## src/logic/eth_pkg.sv

```systemverilog
package eth_pkg;

    localparam int slots = 4;
    localparam int slot_w = 2;
    localparam int pkt_bytes = 64;
    localparam int pkt_w = 7;
    localparam int addr_w = 12;
    localparam int data_w = 32;

    localparam logic [addr_w-1:0] reg_tx_commit = 12'h000;
    localparam logic [addr_w-1:0] reg_status = 12'h004;
    localparam logic [addr_w-1:0] reg_rx_len = 12'h008;
    localparam logic [addr_w-1:0] reg_rx_release = 12'h00C;
    localparam logic [addr_w-1:0] tx_window = 12'h400;  // byte i at +4*i
    localparam logic [addr_w-1:0] rx_window = 12'h800;

    localparam logic [1:0] resp_okay = 2'b00;
    localparam logic [1:0] resp_slverr = 2'b10;

    localparam logic [7:0] preamble_byte = 8'h55;
    localparam logic [7:0] sfd_byte = 8'hD5;
    localparam int preamble_len = 7;
    localparam int ifg_cycles = 12;
    localparam logic [pkt_w-1:0] fcs_bytes = 7'd4;

    localparam logic [31:0] crc_init = 32'hFFFF_FFFF;
    localparam logic [31:0] crc_poly = 32'hEDB8_8320;  // 802.3, reflected
    localparam logic [31:0] crc_residue = 32'hDEBB_20E3;

    localparam logic [2:0] tx_idle = 3'd0;
    localparam logic [2:0] tx_preamble = 3'd1;
    localparam logic [2:0] tx_sfd = 3'd2;
    localparam logic [2:0] tx_data = 3'd3;
    localparam logic [2:0] tx_fcs = 3'd4;
    localparam logic [2:0] tx_gap = 3'd5;

    localparam logic [1:0] rx_idle = 2'd0;
    localparam logic [1:0] rx_preamble = 2'd1;
    localparam logic [1:0] rx_data = 2'd2;
    localparam logic [1:0] rx_drop = 2'd3;  // wait for rx_dv low

endpackage

```

## src/logic/eth_crc32.sv

```systemverilog
module eth_crc32 (
    input  logic        clock,
    input  logic        reset,
    input  logic        init,
    input  logic        enable,
    input  logic [7:0]  data,
    output logic [31:0] crc
);

    logic [31:0] crc_next;

    // one byte, lsb first, shift-right form
    always_comb begin
        crc_next = crc;
        for (int i = 0; i < 8; i++) begin
            if (crc_next[0] ^ data[i]) begin
                crc_next = (crc_next >> 1) ^ eth_pkg::crc_poly;
            end else begin
                crc_next = crc_next >> 1;
            end
        end
    end

    always_ff @(posedge clock) begin
        if (reset || init) begin
            crc <= eth_pkg::crc_init;
        end else if (enable) begin
            crc <= crc_next;
        end
    end

endmodule

```

## src/logic/eth_mac_top.sv

```systemverilog
module eth_mac_top (
    input  logic                       clock,
    input  logic                       reset,
    input  logic [eth_pkg::addr_w-1:0] awaddr,
    input  logic                       awvalid,
    output logic                       awready,
    input  logic [eth_pkg::data_w-1:0] wdata,
    input  logic [eth_pkg::data_w/8-1:0] wstrb,
    input  logic                       wvalid,
    output logic                       wready,
    output logic [1:0]                 bresp,
    output logic                       bvalid,
    input  logic                       bready,
    input  logic [eth_pkg::addr_w-1:0] araddr,
    input  logic                       arvalid,
    output logic                       arready,
    output logic [eth_pkg::data_w-1:0] rdata,
    output logic [1:0]                 rresp,
    output logic                       rvalid,
    input  logic                       rready,
    output logic [7:0]                 gmii_txd,
    output logic                       gmii_tx_en,
    output logic                       gmii_tx_er,
    input  logic [7:0]                 gmii_rxd,
    input  logic                       gmii_rx_dv,
    input  logic                       gmii_rx_er
);

    logic tx_wr_en;
    logic [eth_pkg::pkt_w-1:0] tx_wr_index;
    logic [7:0] tx_wr_byte;
    logic tx_commit;
    logic [eth_pkg::pkt_w-1:0] tx_commit_len;
    logic tx_full;
    logic [eth_pkg::pkt_w-1:0] tx_rd_index;
    logic [7:0] tx_rd_byte;
    logic [eth_pkg::pkt_w-1:0] tx_rd_len;
    logic tx_release;
    logic tx_empty;

    logic rx_wr_en;
    logic [eth_pkg::pkt_w-1:0] rx_wr_index;
    logic [7:0] rx_wr_byte;
    logic rx_commit;
    logic [eth_pkg::pkt_w-1:0] rx_commit_len;
    logic rx_full;
    logic [eth_pkg::pkt_w-1:0] rx_rd_index;
    logic [7:0] rx_rd_byte;
    logic [eth_pkg::pkt_w-1:0] rx_rd_len;
    logic rx_release;
    logic rx_empty;

    host_regs host_regs_i (
        .clock, .reset,
        .awaddr, .awvalid, .awready, .wdata, .wstrb, .wvalid, .wready,
        .bresp, .bvalid, .bready,
        .araddr, .arvalid, .arready, .rdata, .rresp, .rvalid, .rready,
        .wr_en(tx_wr_en), .wr_index(tx_wr_index), .wr_byte(tx_wr_byte),
        .commit(tx_commit), .commit_len(tx_commit_len), .full(tx_full),
        .rd_index(rx_rd_index), .rd_byte(rx_rd_byte), .rd_len(rx_rd_len),
        .empty(rx_empty), .release_slot(rx_release)
    );

    packet_ring tx_ring_i (
        .clock, .reset,
        .wr_en(tx_wr_en), .wr_index(tx_wr_index), .wr_byte(tx_wr_byte),
        .commit(tx_commit), .commit_len(tx_commit_len), .full(tx_full),
        .rd_index(tx_rd_index), .rd_byte(tx_rd_byte), .rd_len(tx_rd_len),
        .release_slot(tx_release), .empty(tx_empty)
    );

    packet_ring rx_ring_i (
        .clock, .reset,
        .wr_en(rx_wr_en), .wr_index(rx_wr_index), .wr_byte(rx_wr_byte),
        .commit(rx_commit), .commit_len(rx_commit_len), .full(rx_full),
        .rd_index(rx_rd_index), .rd_byte(rx_rd_byte), .rd_len(rx_rd_len),
        .release_slot(rx_release), .empty(rx_empty)
    );

    eth_tx_framer tx_framer_i (
        .clock, .reset,
        .rd_index(tx_rd_index), .rd_byte(tx_rd_byte), .rd_len(tx_rd_len),
        .empty(tx_empty), .release_slot(tx_release),
        .gmii_txd, .gmii_tx_en, .gmii_tx_er
    );

    eth_rx_deframer rx_deframer_i (
        .clock, .reset,
        .gmii_rxd, .gmii_rx_dv, .gmii_rx_er,
        .wr_en(rx_wr_en), .wr_index(rx_wr_index), .wr_byte(rx_wr_byte),
        .commit(rx_commit), .commit_len(rx_commit_len), .full(rx_full)
    );

endmodule

```

## src/logic/eth_rx_deframer.sv

```systemverilog
module eth_rx_deframer (
    input  logic                      clock,
    input  logic                      reset,
    input  logic [7:0]                gmii_rxd,
    input  logic                      gmii_rx_dv,
    input  logic                      gmii_rx_er,
    output logic                      wr_en,
    output logic [eth_pkg::pkt_w-1:0] wr_index,
    output logic [7:0]                wr_byte,
    output logic                      commit,
    output logic [eth_pkg::pkt_w-1:0] commit_len,
    input  logic                      full
);

    logic [1:0] state;
    logic [eth_pkg::pkt_w-1:0] cnt;
    logic [31:0] crc;
    logic taking;
    logic frame_ok;

    // a good byte that still fits payload plus fcs
    assign taking = state == eth_pkg::rx_data && gmii_rx_dv && !gmii_rx_er
                    && cnt != eth_pkg::pkt_bytes + eth_pkg::fcs_bytes;

    assign wr_en = taking && cnt < eth_pkg::pkt_bytes;  // fcs bytes of a full frame not stored
    assign wr_index = cnt;
    assign wr_byte = gmii_rxd;

    assign frame_ok = crc == eth_pkg::crc_residue && cnt >= eth_pkg::fcs_bytes + 1
                      && cnt <= eth_pkg::pkt_bytes + eth_pkg::fcs_bytes && !full;
    assign commit = state == eth_pkg::rx_data && !gmii_rx_dv && frame_ok;
    assign commit_len = cnt - eth_pkg::fcs_bytes;

    eth_crc32 crc_i (
        .clock  (clock),
        .reset  (reset),
        .init   (state == eth_pkg::rx_preamble),
        .enable (taking),
        .data   (gmii_rxd),
        .crc    (crc)
    );

    always_ff @(posedge clock) begin
        if (reset) begin
            state <= eth_pkg::rx_idle;
            cnt <= '0;
        end else if (!gmii_rx_dv) begin
            state <= eth_pkg::rx_idle;  // frame end, commit decided above
        end else begin
            case (state)
                eth_pkg::rx_idle: begin
                    cnt <= 7'd1;
                    if (gmii_rxd == eth_pkg::preamble_byte && !gmii_rx_er) begin
                        state <= eth_pkg::rx_preamble;
                    end else begin
                        state <= eth_pkg::rx_drop;
                    end
                end
                eth_pkg::rx_preamble: begin
                    cnt <= cnt + 1'b1;
                    if (gmii_rx_er) begin
                        state <= eth_pkg::rx_drop;
                    end else if (cnt < eth_pkg::preamble_len) begin
                        if (gmii_rxd != eth_pkg::preamble_byte) begin
                            state <= eth_pkg::rx_drop;
                        end
                    end else if (gmii_rxd == eth_pkg::sfd_byte && !full) begin
                        cnt <= '0;
                        state <= eth_pkg::rx_data;
                    end else begin
                        state <= eth_pkg::rx_drop;  // bad sfd, or no slot to fill
                    end
                end
                eth_pkg::rx_data: begin
                    if (taking) begin
                        cnt <= cnt + 1'b1;
                    end else begin
                        state <= eth_pkg::rx_drop;  // rx_er or overflow
                    end
                end
                default: state <= eth_pkg::rx_drop;
            endcase
        end
    end

endmodule

```

## src/logic/eth_tx_framer.sv

```systemverilog
module eth_tx_framer (
    input  logic                      clock,
    input  logic                      reset,
    output logic [eth_pkg::pkt_w-1:0] rd_index,
    input  logic [7:0]                rd_byte,
    input  logic [eth_pkg::pkt_w-1:0] rd_len,
    input  logic                      empty,
    output logic                      release_slot,
    output logic [7:0]                gmii_txd,
    output logic                      gmii_tx_en,
    output logic                      gmii_tx_er
);

    logic [2:0] state;
    logic [eth_pkg::pkt_w-1:0] cnt;  // preamble, byte, fcs and gap counter
    logic [31:0] crc;

    eth_crc32 crc_i (
        .clock  (clock),
        .reset  (reset),
        .init   (state == eth_pkg::tx_idle),
        .enable (state == eth_pkg::tx_data),
        .data   (rd_byte),
        .crc    (crc)
    );

    assign rd_index = cnt;
    assign gmii_tx_er = 1'b0;
    assign release_slot = state == eth_pkg::tx_fcs && cnt == eth_pkg::fcs_bytes - 1'b1;

    always_ff @(posedge clock) begin
        if (reset) begin
            state <= eth_pkg::tx_idle;
            cnt <= '0;
            gmii_txd <= '0;
            gmii_tx_en <= 1'b0;
        end else begin
            case (state)
                eth_pkg::tx_idle: begin
                    if (!empty) begin
                        gmii_txd <= eth_pkg::preamble_byte;
                        gmii_tx_en <= 1'b1;
                        cnt <= 7'd1;  // first preamble byte goes out now
                        state <= eth_pkg::tx_preamble;
                    end
                end
                eth_pkg::tx_preamble: begin
                    cnt <= cnt + 1'b1;
                    if (cnt == eth_pkg::preamble_len - 1) begin
                        state <= eth_pkg::tx_sfd;
                    end
                end
                eth_pkg::tx_sfd: begin
                    gmii_txd <= eth_pkg::sfd_byte;
                    cnt <= '0;
                    state <= eth_pkg::tx_data;
                end
                eth_pkg::tx_data: begin
                    gmii_txd <= rd_byte;
                    cnt <= cnt + 1'b1;
                    if (cnt == rd_len - 1'b1) begin
                        cnt <= '0;
                        state <= eth_pkg::tx_fcs;
                    end
                end
                eth_pkg::tx_fcs: begin
                    gmii_txd <= ~crc[{cnt[1:0], 3'b000} +: 8];  // low byte first
                    cnt <= cnt + 1'b1;
                    if (release_slot) begin
                        cnt <= '0;
                        state <= eth_pkg::tx_gap;
                    end
                end
                eth_pkg::tx_gap: begin
                    gmii_txd <= '0;
                    gmii_tx_en <= 1'b0;
                    cnt <= cnt + 1'b1;
                    if (cnt == eth_pkg::ifg_cycles - 1) begin
                        cnt <= '0;
                        state <= eth_pkg::tx_idle;
                    end
                end
                default: state <= eth_pkg::tx_idle;
            endcase
        end
    end

endmodule

```

## src/logic/host_regs.sv

```systemverilog
module host_regs (
    input  logic                       clock,
    input  logic                       reset,
    input  logic [eth_pkg::addr_w-1:0] awaddr,
    input  logic                       awvalid,
    output logic                       awready,
    input  logic [eth_pkg::data_w-1:0] wdata,
    input  logic [eth_pkg::data_w/8-1:0] wstrb,
    input  logic                       wvalid,
    output logic                       wready,
    output logic [1:0]                 bresp,
    output logic                       bvalid,
    input  logic                       bready,
    input  logic [eth_pkg::addr_w-1:0] araddr,
    input  logic                       arvalid,
    output logic                       arready,
    output logic [eth_pkg::data_w-1:0] rdata,
    output logic [1:0]                 rresp,
    output logic                       rvalid,
    input  logic                       rready,
    output logic                       wr_en,
    output logic [eth_pkg::pkt_w-1:0]  wr_index,
    output logic [7:0]                 wr_byte,
    output logic                       commit,
    output logic [eth_pkg::pkt_w-1:0]  commit_len,
    input  logic                       full,
    output logic [eth_pkg::pkt_w-1:0]  rd_index,
    input  logic [7:0]                 rd_byte,
    input  logic [eth_pkg::pkt_w-1:0]  rd_len,
    input  logic                       empty,
    output logic                       release_slot
);

    logic aw_tx_win;
    logic aw_commit;
    logic aw_release;
    logic ar_rx_win;
    logic len_ok;
    logic strobed;
    logic [1:0] wr_resp;
    logic [1:0] rd_resp;
    logic [eth_pkg::data_w-1:0] rd_data;

    assign wready = awready;  // address and data taken together
    assign strobed = |wstrb;
    assign len_ok = wdata != '0 && wdata <= eth_pkg::pkt_bytes;

    assign aw_tx_win = awaddr >= eth_pkg::tx_window
                       && awaddr < eth_pkg::tx_window + 4 * eth_pkg::pkt_bytes;
    assign ar_rx_win = araddr >= eth_pkg::rx_window
                       && araddr < eth_pkg::rx_window + 4 * eth_pkg::pkt_bytes;
    assign aw_commit = awaddr == eth_pkg::reg_tx_commit;
    assign aw_release = awaddr == eth_pkg::reg_rx_release;

    // side effects fire in the transfer cycle
    assign wr_en = awready && aw_tx_win && wstrb[0];
    assign wr_index = awaddr[eth_pkg::pkt_w+1:2];
    assign wr_byte = wdata[7:0];
    assign commit = awready && aw_commit && strobed && len_ok && !full;
    assign commit_len = wdata[eth_pkg::pkt_w-1:0];
    assign release_slot = awready && aw_release && strobed && !empty;
    assign wr_resp = (aw_tx_win || (aw_commit && len_ok && !full) || (aw_release && !empty))
                     ? eth_pkg::resp_okay : eth_pkg::resp_slverr;

    assign rd_index = araddr[eth_pkg::pkt_w+1:2];

    always_comb begin
        rd_data = '0;
        rd_resp = eth_pkg::resp_okay;
        if (araddr == eth_pkg::reg_status) begin
            rd_data[0] = full;
            rd_data[1] = empty;
        end else if (araddr == eth_pkg::reg_rx_len) begin
            rd_data[eth_pkg::pkt_w-1:0] = empty ? '0 : rd_len;
        end else if (ar_rx_win) begin
            rd_data[7:0] = rd_byte;
        end else begin
            rd_resp = eth_pkg::resp_slverr;  // unmapped or write-only
        end
    end

    always_ff @(posedge clock) begin
        if (reset) begin
            awready <= 1'b0;
            bvalid <= 1'b0;
        end else begin
            awready <= 1'b0;
            if (bvalid && bready) begin
                bvalid <= 1'b0;
            end
            if (awready) begin
                bvalid <= 1'b1;
                bresp <= wr_resp;
            end else if (awvalid && wvalid && !bvalid) begin
                awready <= 1'b1;
            end
        end
    end

    always_ff @(posedge clock) begin
        if (reset) begin
            arready <= 1'b0;
            rvalid <= 1'b0;
        end else if (arvalid && arready) begin
            arready <= 1'b0;
            rvalid <= 1'b1;
            rdata <= rd_data;
            rresp <= rd_resp;
        end else if (rvalid) begin
            if (rready) begin
                rvalid <= 1'b0;
                arready <= 1'b1;
            end
        end else begin
            arready <= 1'b1;
        end
    end

endmodule

```

## src/logic/packet_ring.sv

```systemverilog
module packet_ring (
    input  logic                      clock,
    input  logic                      reset,
    input  logic                      wr_en,
    input  logic [eth_pkg::pkt_w-1:0] wr_index,
    input  logic [7:0]                wr_byte,
    input  logic                      commit,
    input  logic [eth_pkg::pkt_w-1:0] commit_len,
    output logic                      full,
    input  logic [eth_pkg::pkt_w-1:0] rd_index,
    output logic [7:0]                rd_byte,
    output logic [eth_pkg::pkt_w-1:0] rd_len,
    input  logic                      release_slot,
    output logic                      empty
);

    logic [7:0] mem [eth_pkg::slots][eth_pkg::pkt_bytes];
    logic [eth_pkg::pkt_w-1:0] len_q [eth_pkg::slots];
    logic [eth_pkg::slot_w-1:0] head;
    logic [eth_pkg::slot_w-1:0] tail;
    logic [eth_pkg::slot_w:0] count;
    logic do_commit;
    logic do_release;

    assign full = count == eth_pkg::slots;
    assign empty = count == '0;
    assign do_commit = commit && !full;
    assign do_release = release_slot && !empty;

    assign rd_byte = mem[head][rd_index[eth_pkg::pkt_w-2:0]];
    assign rd_len = len_q[head];

    always_ff @(posedge clock) begin
        if (wr_en && wr_index < eth_pkg::pkt_bytes) begin
            mem[tail][wr_index[eth_pkg::pkt_w-2:0]] <= wr_byte;  // always the open slot
        end
        if (do_commit) begin
            len_q[tail] <= commit_len;
        end
    end

    always_ff @(posedge clock) begin
        if (reset) begin
            head <= '0;
            tail <= '0;
            count <= '0;
        end else begin
            if (do_commit) begin
                tail <= tail + 1'b1;
            end
            if (do_release) begin
                head <= head + 1'b1;
            end
            case ({do_commit, do_release})
                2'b10: count <= count + 1'b1;
                2'b01: count <= count - 1'b1;
                default: count <= count;  // none, or both at once
            endcase
        end
    end

endmodule

```

## config.mk

```make
export PLATFORM = sky130hd
export DESIGN_NAME = eth_mac_top
export DESIGN_NICKNAME = d
export VERILOG_FILES = /design/src/logic/eth_pkg.sv /design/src/logic/eth_crc32.sv /design/src/logic/eth_mac_top.sv /design/src/logic/eth_rx_deframer.sv /design/src/logic/eth_tx_framer.sv /design/src/logic/host_regs.sv /design/src/logic/packet_ring.sv
export SDC_FILE = /design/constraint.sdc
export NUM_CORES = 2
export LEC_CHECK = 0
export ABC_AREA = 1
export BUFFER_PORTS_ARGS = -buffer_cell sky130_fd_sc_hd__buf_2
export CORE_ASPECT_RATIO = 0.75
export CORE_UTILIZATION = 35
export CTS_BUF_LIST = sky130_fd_sc_hd__clkbuf_4 sky130_fd_sc_hd__clkbuf_8 sky130_fd_sc_hd__clkbuf_16
export DETAILED_ROUTE_END_ITERATION = 6
export PLACE_DENSITY = 0.57
export SETUP_SLACK_MARGIN = 0.2
export SYNTH_ARGS = -nofsm -noshare
export SYNTH_HDL_FRONTEND = slang
export SYNTH_MEMORY_MAX_BITS = 65536
export SYNTH_SLANG_ARGS = --single-unit
```

## constraint.sdc

```tcl
create_clock -name clock -period 5.18 [get_ports clock]
set_input_delay 1.036 -clock clock [delete_from_list [all_inputs] [get_ports clock]]
set_output_delay 1.036 -clock clock [all_outputs]
set_load 0.02 [all_outputs]
```

* Yosys cells after proc, flatten, opt, wreduce, memory -nomap -nowiden
Memory sizes are Yosys's and may differ from the RTL's. A register that Yosys moved wholly into a read port is not among the register bits. Cells that the tools add are included.
Storage, ports and cells: logic and storage cells 292, input port bits 77, memories 4, bits in writable memories 4152, register bits 122
Operators by class: equality and inequality tests 34, reductions and logical operators 77, bitwise operators 40, shifts and indexed selects 1, order comparisons 16, $add $sub $neg 12, mux-type cells 85
Memories:
- rx_ring_i.mem | words 4, bits a word 512, read ports 1, clocked after Yosys merged registers in 1, write ports 1, line packet_ring.sv:17 | logic [7:0] mem [eth_pkg::slots][eth_pkg::pkt_bytes];
- tx_ring_i.mem | words 4, bits a word 512, read ports 1, clocked after Yosys merged registers in 1, write ports 1, line packet_ring.sv:17
- rx_ring_i.len_q | words 4, bits a word 7, read ports 1, clocked after Yosys merged registers in 1, write ports 1, line packet_ring.sv:18 | logic [eth_pkg::pkt_w-1:0] len_q [eth_pkg::slots];
- tx_ring_i.len_q | words 4, bits a word 7, read ports 1, clocked after Yosys merged registers in 1, write ports 1, line packet_ring.sv:18
Operator list (number):
- 512-bit 2-to-1 mux | 2
- 32-bit 2-to-1 mux | 16
- 13-bit NOT with 14-bit output | 16
- 8-bit binary-select mux with 6-bit select | 2
- 8-bit demux with 6-bit select | 2
- 7-bit 2-to-1 mux | 11
- 8-bit 2-to-1 mux | 7
- 7-bit case mux with 6 select lines | 1
- 8-bit case mux with 5 select lines | 1
- 1-bit logical AND | 39
- 32-bit == test, second input constant | 1
- 32-bit by 7-bit <= comparator with 1-bit output, second input constant | 1
- 2-bit 2-to-1 mux | 16
- 32-bit nonzero test | 1
- 32-bit by 6-bit indexed part select with 8-bit output | 1
- 7-bit greater-or-equal comparator, second input constant | 4
- 6-bit NOT with 7-bit output | 4
- 12-bit by 4-bit == test with 1-bit output, second input constant | 2
- 7-bit case mux with 3 select lines | 1
- 3-bit case mux with 6 select lines | 1
- 1-bit 2-to-1 mux | 16
- 1-bit XOR | 16
- 3-bit 2-to-1 mux | 5
- 7-bit by 1-bit adder with 7-bit output, second input constant | 2
- other kinds (51) | 97

* Depth between registers and ports, before layout
depth after elaboration 20, mapped depth 28

* By module
From an unflattened synthesis, not the netlist that was laid out.
Second synthesis, totals: cell total of the unflattened synthesis 15565, area, all modules 177836.8 um^2
By module, submodules not included:
- packet_ring (tx_ring_i) | sequential area each 62520.0 um^2, instances 1, area each 84698.7 um^2, cells an instance 7118
- packet_ring (rx_ring_i) | sequential area each 62520.0 um^2, instances 1, area each 84521.1 um^2, cells an instance 7118
- eth_crc32 | sequential area each 640.6 um^2, instances 2, area each 2314.7 um^2, cells an instance 344
- eth_tx_framer | sequential area each 380.4 um^2, instances 1, area each 1600.3 um^2, cells an instance 270
- host_regs | sequential area each 380.4 um^2, instances 1, area each 1333.8 um^2, cells an instance 193
- eth_rx_deframer | sequential area each 180.2 um^2, instances 1, area each 1053.5 um^2, cells an instance 178

* Worst setup path before layout
No wires, ideal clock.
path type in2reg, start point input port gmii_rx_dv, end point memory rx_ring_i.mem[0][264] (netlist bit) (enable), required time 4.809 ns, arrival time 2.937 ns, cell stages on the path 8, setup slack 1.872 ns, path through inv_1 -> nor3_1 -> nand2_1 -> clkinv_1 -> nand2_1 -> nor4_1 -> nand4_1 -> nor2_1
Between the ends: word-level cells in the longest chain between the ends 7
RTL lines:
- from (decl) | line eth_mac_top.sv:25 | input logic gmii_rx_dv,
- 1-bit logical AND (2 in series) | line eth_rx_deframer.sv:22 | assign taking = state == eth_pkg::rx_data && gmii_rx_dv && !gmii_rx_er
- 1-bit logical AND | line eth_rx_deframer.sv:23 | && cnt != eth_pkg::pkt_bytes + eth_pkg::fcs_bytes;
- 1-bit logical AND | line eth_rx_deframer.sv:25 | assign wr_en = taking && cnt < eth_pkg::pkt_bytes;
- 1-bit logical AND | line packet_ring.sv:34 | if (wr_en && wr_index < eth_pkg::pkt_bytes) begin
- 1-bit 2-to-1 mux | line packet_ring.sv:34
- 512-bit 2-to-1 mux (not written as such) | line packet_ring.sv:35 | mem[tail][wr_index[eth_pkg::pkt_w-2:0]] <= wr_byte;
- to (decl) | line packet_ring.sv:17
No other way between the ends.

==> flow_summary.toml <==
[sta]
final-setup-viol-count = 0
max_freq_mhz = 215.9
tns_ns = 0
rsz0062_at_grt = "false"
worst_slew_pin_slew_ns = 1.485
final_max_slew_viol_count = 0
period_minus_slack_ns = 4.632
fin_worst_skew_ns = 0.07698
finalCritPeriodShare_pct = 89.41
slew_headroom_pct = 0.6484
hold_violations = 0

[routing]
drtIter0Drc = 15928
dr_total_vias = 116684
drt-vias-per-instance = 5.314
routedWlPerCell_um = 23.75
firstDrtPassIters = 6
drc_errors = 0
ant_nets = 0
drt-total-wl_um = 521500

[power_and_ir_drop]
swShare_pct = 22.05
clkPwrFrac_pct = 43.7
comb_power_share_pct = 4.2
power.switching_uw = 16080
intPower_uw = 56840
p_seq_share_pct = 52.1
power.leakage_uw = 0.06743
pwr_density_cell_nw_per_um2 = 366.5
max-vdd-ir-drop_mv = 0.3263

[die]
design.core.area_um2 = 497500
ios = 128
initial_core_util_pct = 35.22
die_y_um = 614.7
die_w_um = 819.0
die-area_um2 = 503500
row_count = 224

[critical_path]
rrSetupSlack_ns = 0.55
crit_type = "flop to flop"
cp_common_cell = "nand2_1"
critPathRequiredTime_ns = 6.04
slowest_delay_ns = 0.88
cp_max_fo = 108
timing.critical_path.buf_inv = 4
critPathArrivalTime_ns = 5.49
r2r_cells = 23
worstPathCellList = "inv_16, buf_4, buf_4, nor2_1, o21ai_0, nand2_1, nand2_1, nand2_1, inv_1, a21oi_1, nor2_1, nand2_1, nand3_1, nand2_1, nand2_1, nand2_1, nand2_1, nand2_1, nand2_1, nand2_1, nand2_1, nand3_1, nand2_1"
cp-end-kind = "flop"
crit_path_top_delay_cell = "a21oi_1"
cp_top_family = "simple AND/OR/NAND/NOR gates"
r2r_end = "tx_framer_i.crc_i.crc[24]$_SDFFE_PP1P_"
worstSetupStartpointType = "flop"

[placed_design]
dp_hpwl_um = 312000
portBuffers = 100
dp_cells = 21125
globalplace.congestion = 0.8834

[layout]
nNetsFinal = 14996
final_layout_size_suffix_gt1_share_pct = 9.170
instances_no_fill = 21958
syn_to_final_growth_pct = 13.55

[global_routing]
gr-usage-all-layers_pct = 19.89
grt_max_degree = 183
grt_pass1_wl_um = 755900
overflow = 0
antenna_found_initial = 21
grt_pass1_vias = 107052

[yosys]
synth_edf_count = 4162
netlist_instances = 14819
synth_warnings = 0
synth.largest_area_cell = "edfxtp_1"
syn_area_um2 = 175200
yosysTopAreaCellShare_pct = 71.33
synth.distinct_cells = 57
syn_avg_cell_area_um2 = 11.82
synth-seq-cells = 4276
async_reset_ff_share_pct = 0
yosysMostFrequentCell = "edfxtp_1"
yosys-top-cells-count = "4162 x edfxtp_1, 3132 x nor2_1, 2121 x nand2_1"
synth-main-ff-cell = "edfxtp_1"
seq_area_frac_synth_pct = 72.63
synth_area_leaders = "edfxtp_1 71%, nor2_1 6.7%, o21ai_0 5.3%, nand2_1 4.5%, o22ai_1 2.0%"

[cts]
path_clk_slew_ns = 0.06
clk_latency_ns = 1.01
cts_tree = "yes"
htree_levels = 5
cts_buffers = 431
post_cts_buffers = 0
cts-resized-gates = 0
cts.hold.buffers_added = 0
clockRootBuffer = "clkbuf_16"
cts_sinks = 4276
clockBufferDepth = 4

[min_path]
hold_depth = 2
min_path_type = "primary input to flop"
hp-start = "bready"
hold_path_end = "host_regs_i.bvalid$_SDFFE_PP0P_"

[status]
outcome = "finished with violations"
failed_checks = "max-capacitance violations"

[run]
maxCapViolations = 1
layout make-up:
type | instances | area (um2)
inverters | 385 | 1524
flip-flops and latches | 4276 | 127300
fillers | 46743 | 298500
repair buffers | 588 | 5350
clock buffers | 525 | 11620
diodes | 23 | 57.56
clock inverters | 281 | 2750
well taps | 6667 | 8342
multi-input cells | 9213 | 42020
registers in the layout, indices dropped and copies added, names as in the netlist, 2 cells and up, named ones only:
name and cells:
host_regs_i.rdata 8, rx_deframer_i.crc_i.crc 32, rx_deframer_i.state 2, rx_deframer_i.wr_index 7, rx_ring_i.count 3, rx_ring_i.head 2, rx_ring_i.len_q 28, rx_ring_i.mem 2048
rx_ring_i.tail 2, tx_framer_i.crc_i.crc 32, tx_framer_i.gmii_txd 8, tx_framer_i.rd_index 7, tx_framer_i.state 3, tx_ring_i.count 3, tx_ring_i.head 2, tx_ring_i.len_q 28
tx_ring_i.mem 2048, tx_ring_i.tail 2
metrics by stage:
stage	total power, uW	worst slack [ns]	util [%]	cell area, um2	hold slack [ns]
after floorplan	39990	1.872	-	175300	0.4362
after detailed placement	41700	0.5681	37.08	184500	0.4415
after global placement	41700	0.5440	37.08	184500	0.4396
after CTS	73180	0.5456	39.97	198900	0.1326
final	72920	0.5483	39.99	199000	0.2210
after global routing	74630	0.3058	39.99	198900	0.1951
metal layers:
| metal | wire [um] | share of wire, % | vias up | global-route usage [%] |
|---|---|---|---|---|
| li1 | - | - | 53014 | - |
| met5 | 12 | 0.0023 | - | 0 |
| met1 | 238600 | 46 | 57881 | 31.15 |
| met2 | 216300 | 41 | 5134 | 27.83 |
| met3 | 54560 | 10 | 653 | 4.356 |
| met4 | 11940 | 2.3 | 2 | 4.727 |
cells by family (layout without fill, tap and decap cells):
family                     Yosys count  after routing  share of synthesized area (%)
and+or+nand+nor                   5923           5923                          13.32
DFF                               4276           4276                          72.63
AOI/OAI and AO/OA                 3155           3155                          9.901
buffers and inverters             1356           1779                          3.546
xor gates and xnor gates            84             84                         0.4199
adders and majority gates           24             24                         0.1800
other                                1             50                       0.002140
power groups by stage:
stage / Sequential, uW / Combinational, uW / Clock [uW]
finish: 38000 / 3040 / 31900
global route: 38000 / 3230 / 33400
CTS: 38000 / 3000 / 32200
detailed placement: 38700 / 2990 / 0
global placement: 38700 / 2990 / 0
floorplan: 38700 / 1270 / 0
cells in the final DEF (no fill, tap or decap), types with 11 or more instances in the layout:
master      count
xor2_1         70
clkinvlp_4     11
nor4_1         19
ha_1           22
a21oi_1       240
nor2_1       3119
clkinv_2       96
diode_2        23
o211ai_1      174
edfxtp_1     4162
a22o_1         20
inv_6          12
dfxtp_1       108
bufinv_16      45
clkinv_1      109
buf_2          84
o21ai_0      1870
nand3_1       460
nor3_2         11
nor3_1         29
nand3_2        11
buf_4         406
clkbuf_4       80
o22ai_1       553
clkbuf_16     435
a211oi_1       12
nand4_1        88
buf_12         82
nand2_2        21
buf_8          16
or2_2          13
o21ai_1       195
conb_1         27
nand2_1      2121
xnor2_1        14
a221oi_1       45
inv_1         355
worst register-to-register path, cell delays in order, from the launching register on:
cell and delay, ns:
dfxtp_4 0.63, inv_16 0.28, buf_4 0.41, buf_4 0.19, nor2_1 0.10, o21ai_0 0.09
nand2_1 0.17, nand2_1 0.08, nand2_1 0.07, inv_1 0.04, a21oi_1 0.88, nor2_1 0.12
nand2_1 0.24, nand3_1 0.15, nand2_1 0.15, nand2_1 0.06, nand2_1 0.21, nand2_1 0.09
nand2_1 0.11, nand2_1 0.12, nand2_1 0.11, nand2_1 0.06, nand3_1 0.08, nand2_1 0.06
worst max path at each step:
stage,start,to,slack [ns],cells past startpoint
after floorplan,gmii_rx_dv,rx_ring_i.mem[0][264]$_DFFE_PP_,1.87,8
after global placement,flop,tx_framer_i.crc_i.crc[28]$_SDFFE_PP1P_,0.54,21
after detailed placement,flop,tx_framer_i.crc_i.crc[28]$_SDFFE_PP1P_,0.57,21
after CTS,flop,tx_framer_i.crc_i.crc[28]$_SDFFE_PP1P_,0.55,21
after global routing,flop,tx_framer_i.crc_i.crc[28]$_SDFFE_PP1P_,0.31,22
final,flop,tx_framer_i.crc_i.crc[24]$_SDFFE_PP1P_,0.55,23
No activity file was read; power rests on OpenSTA's default activity.
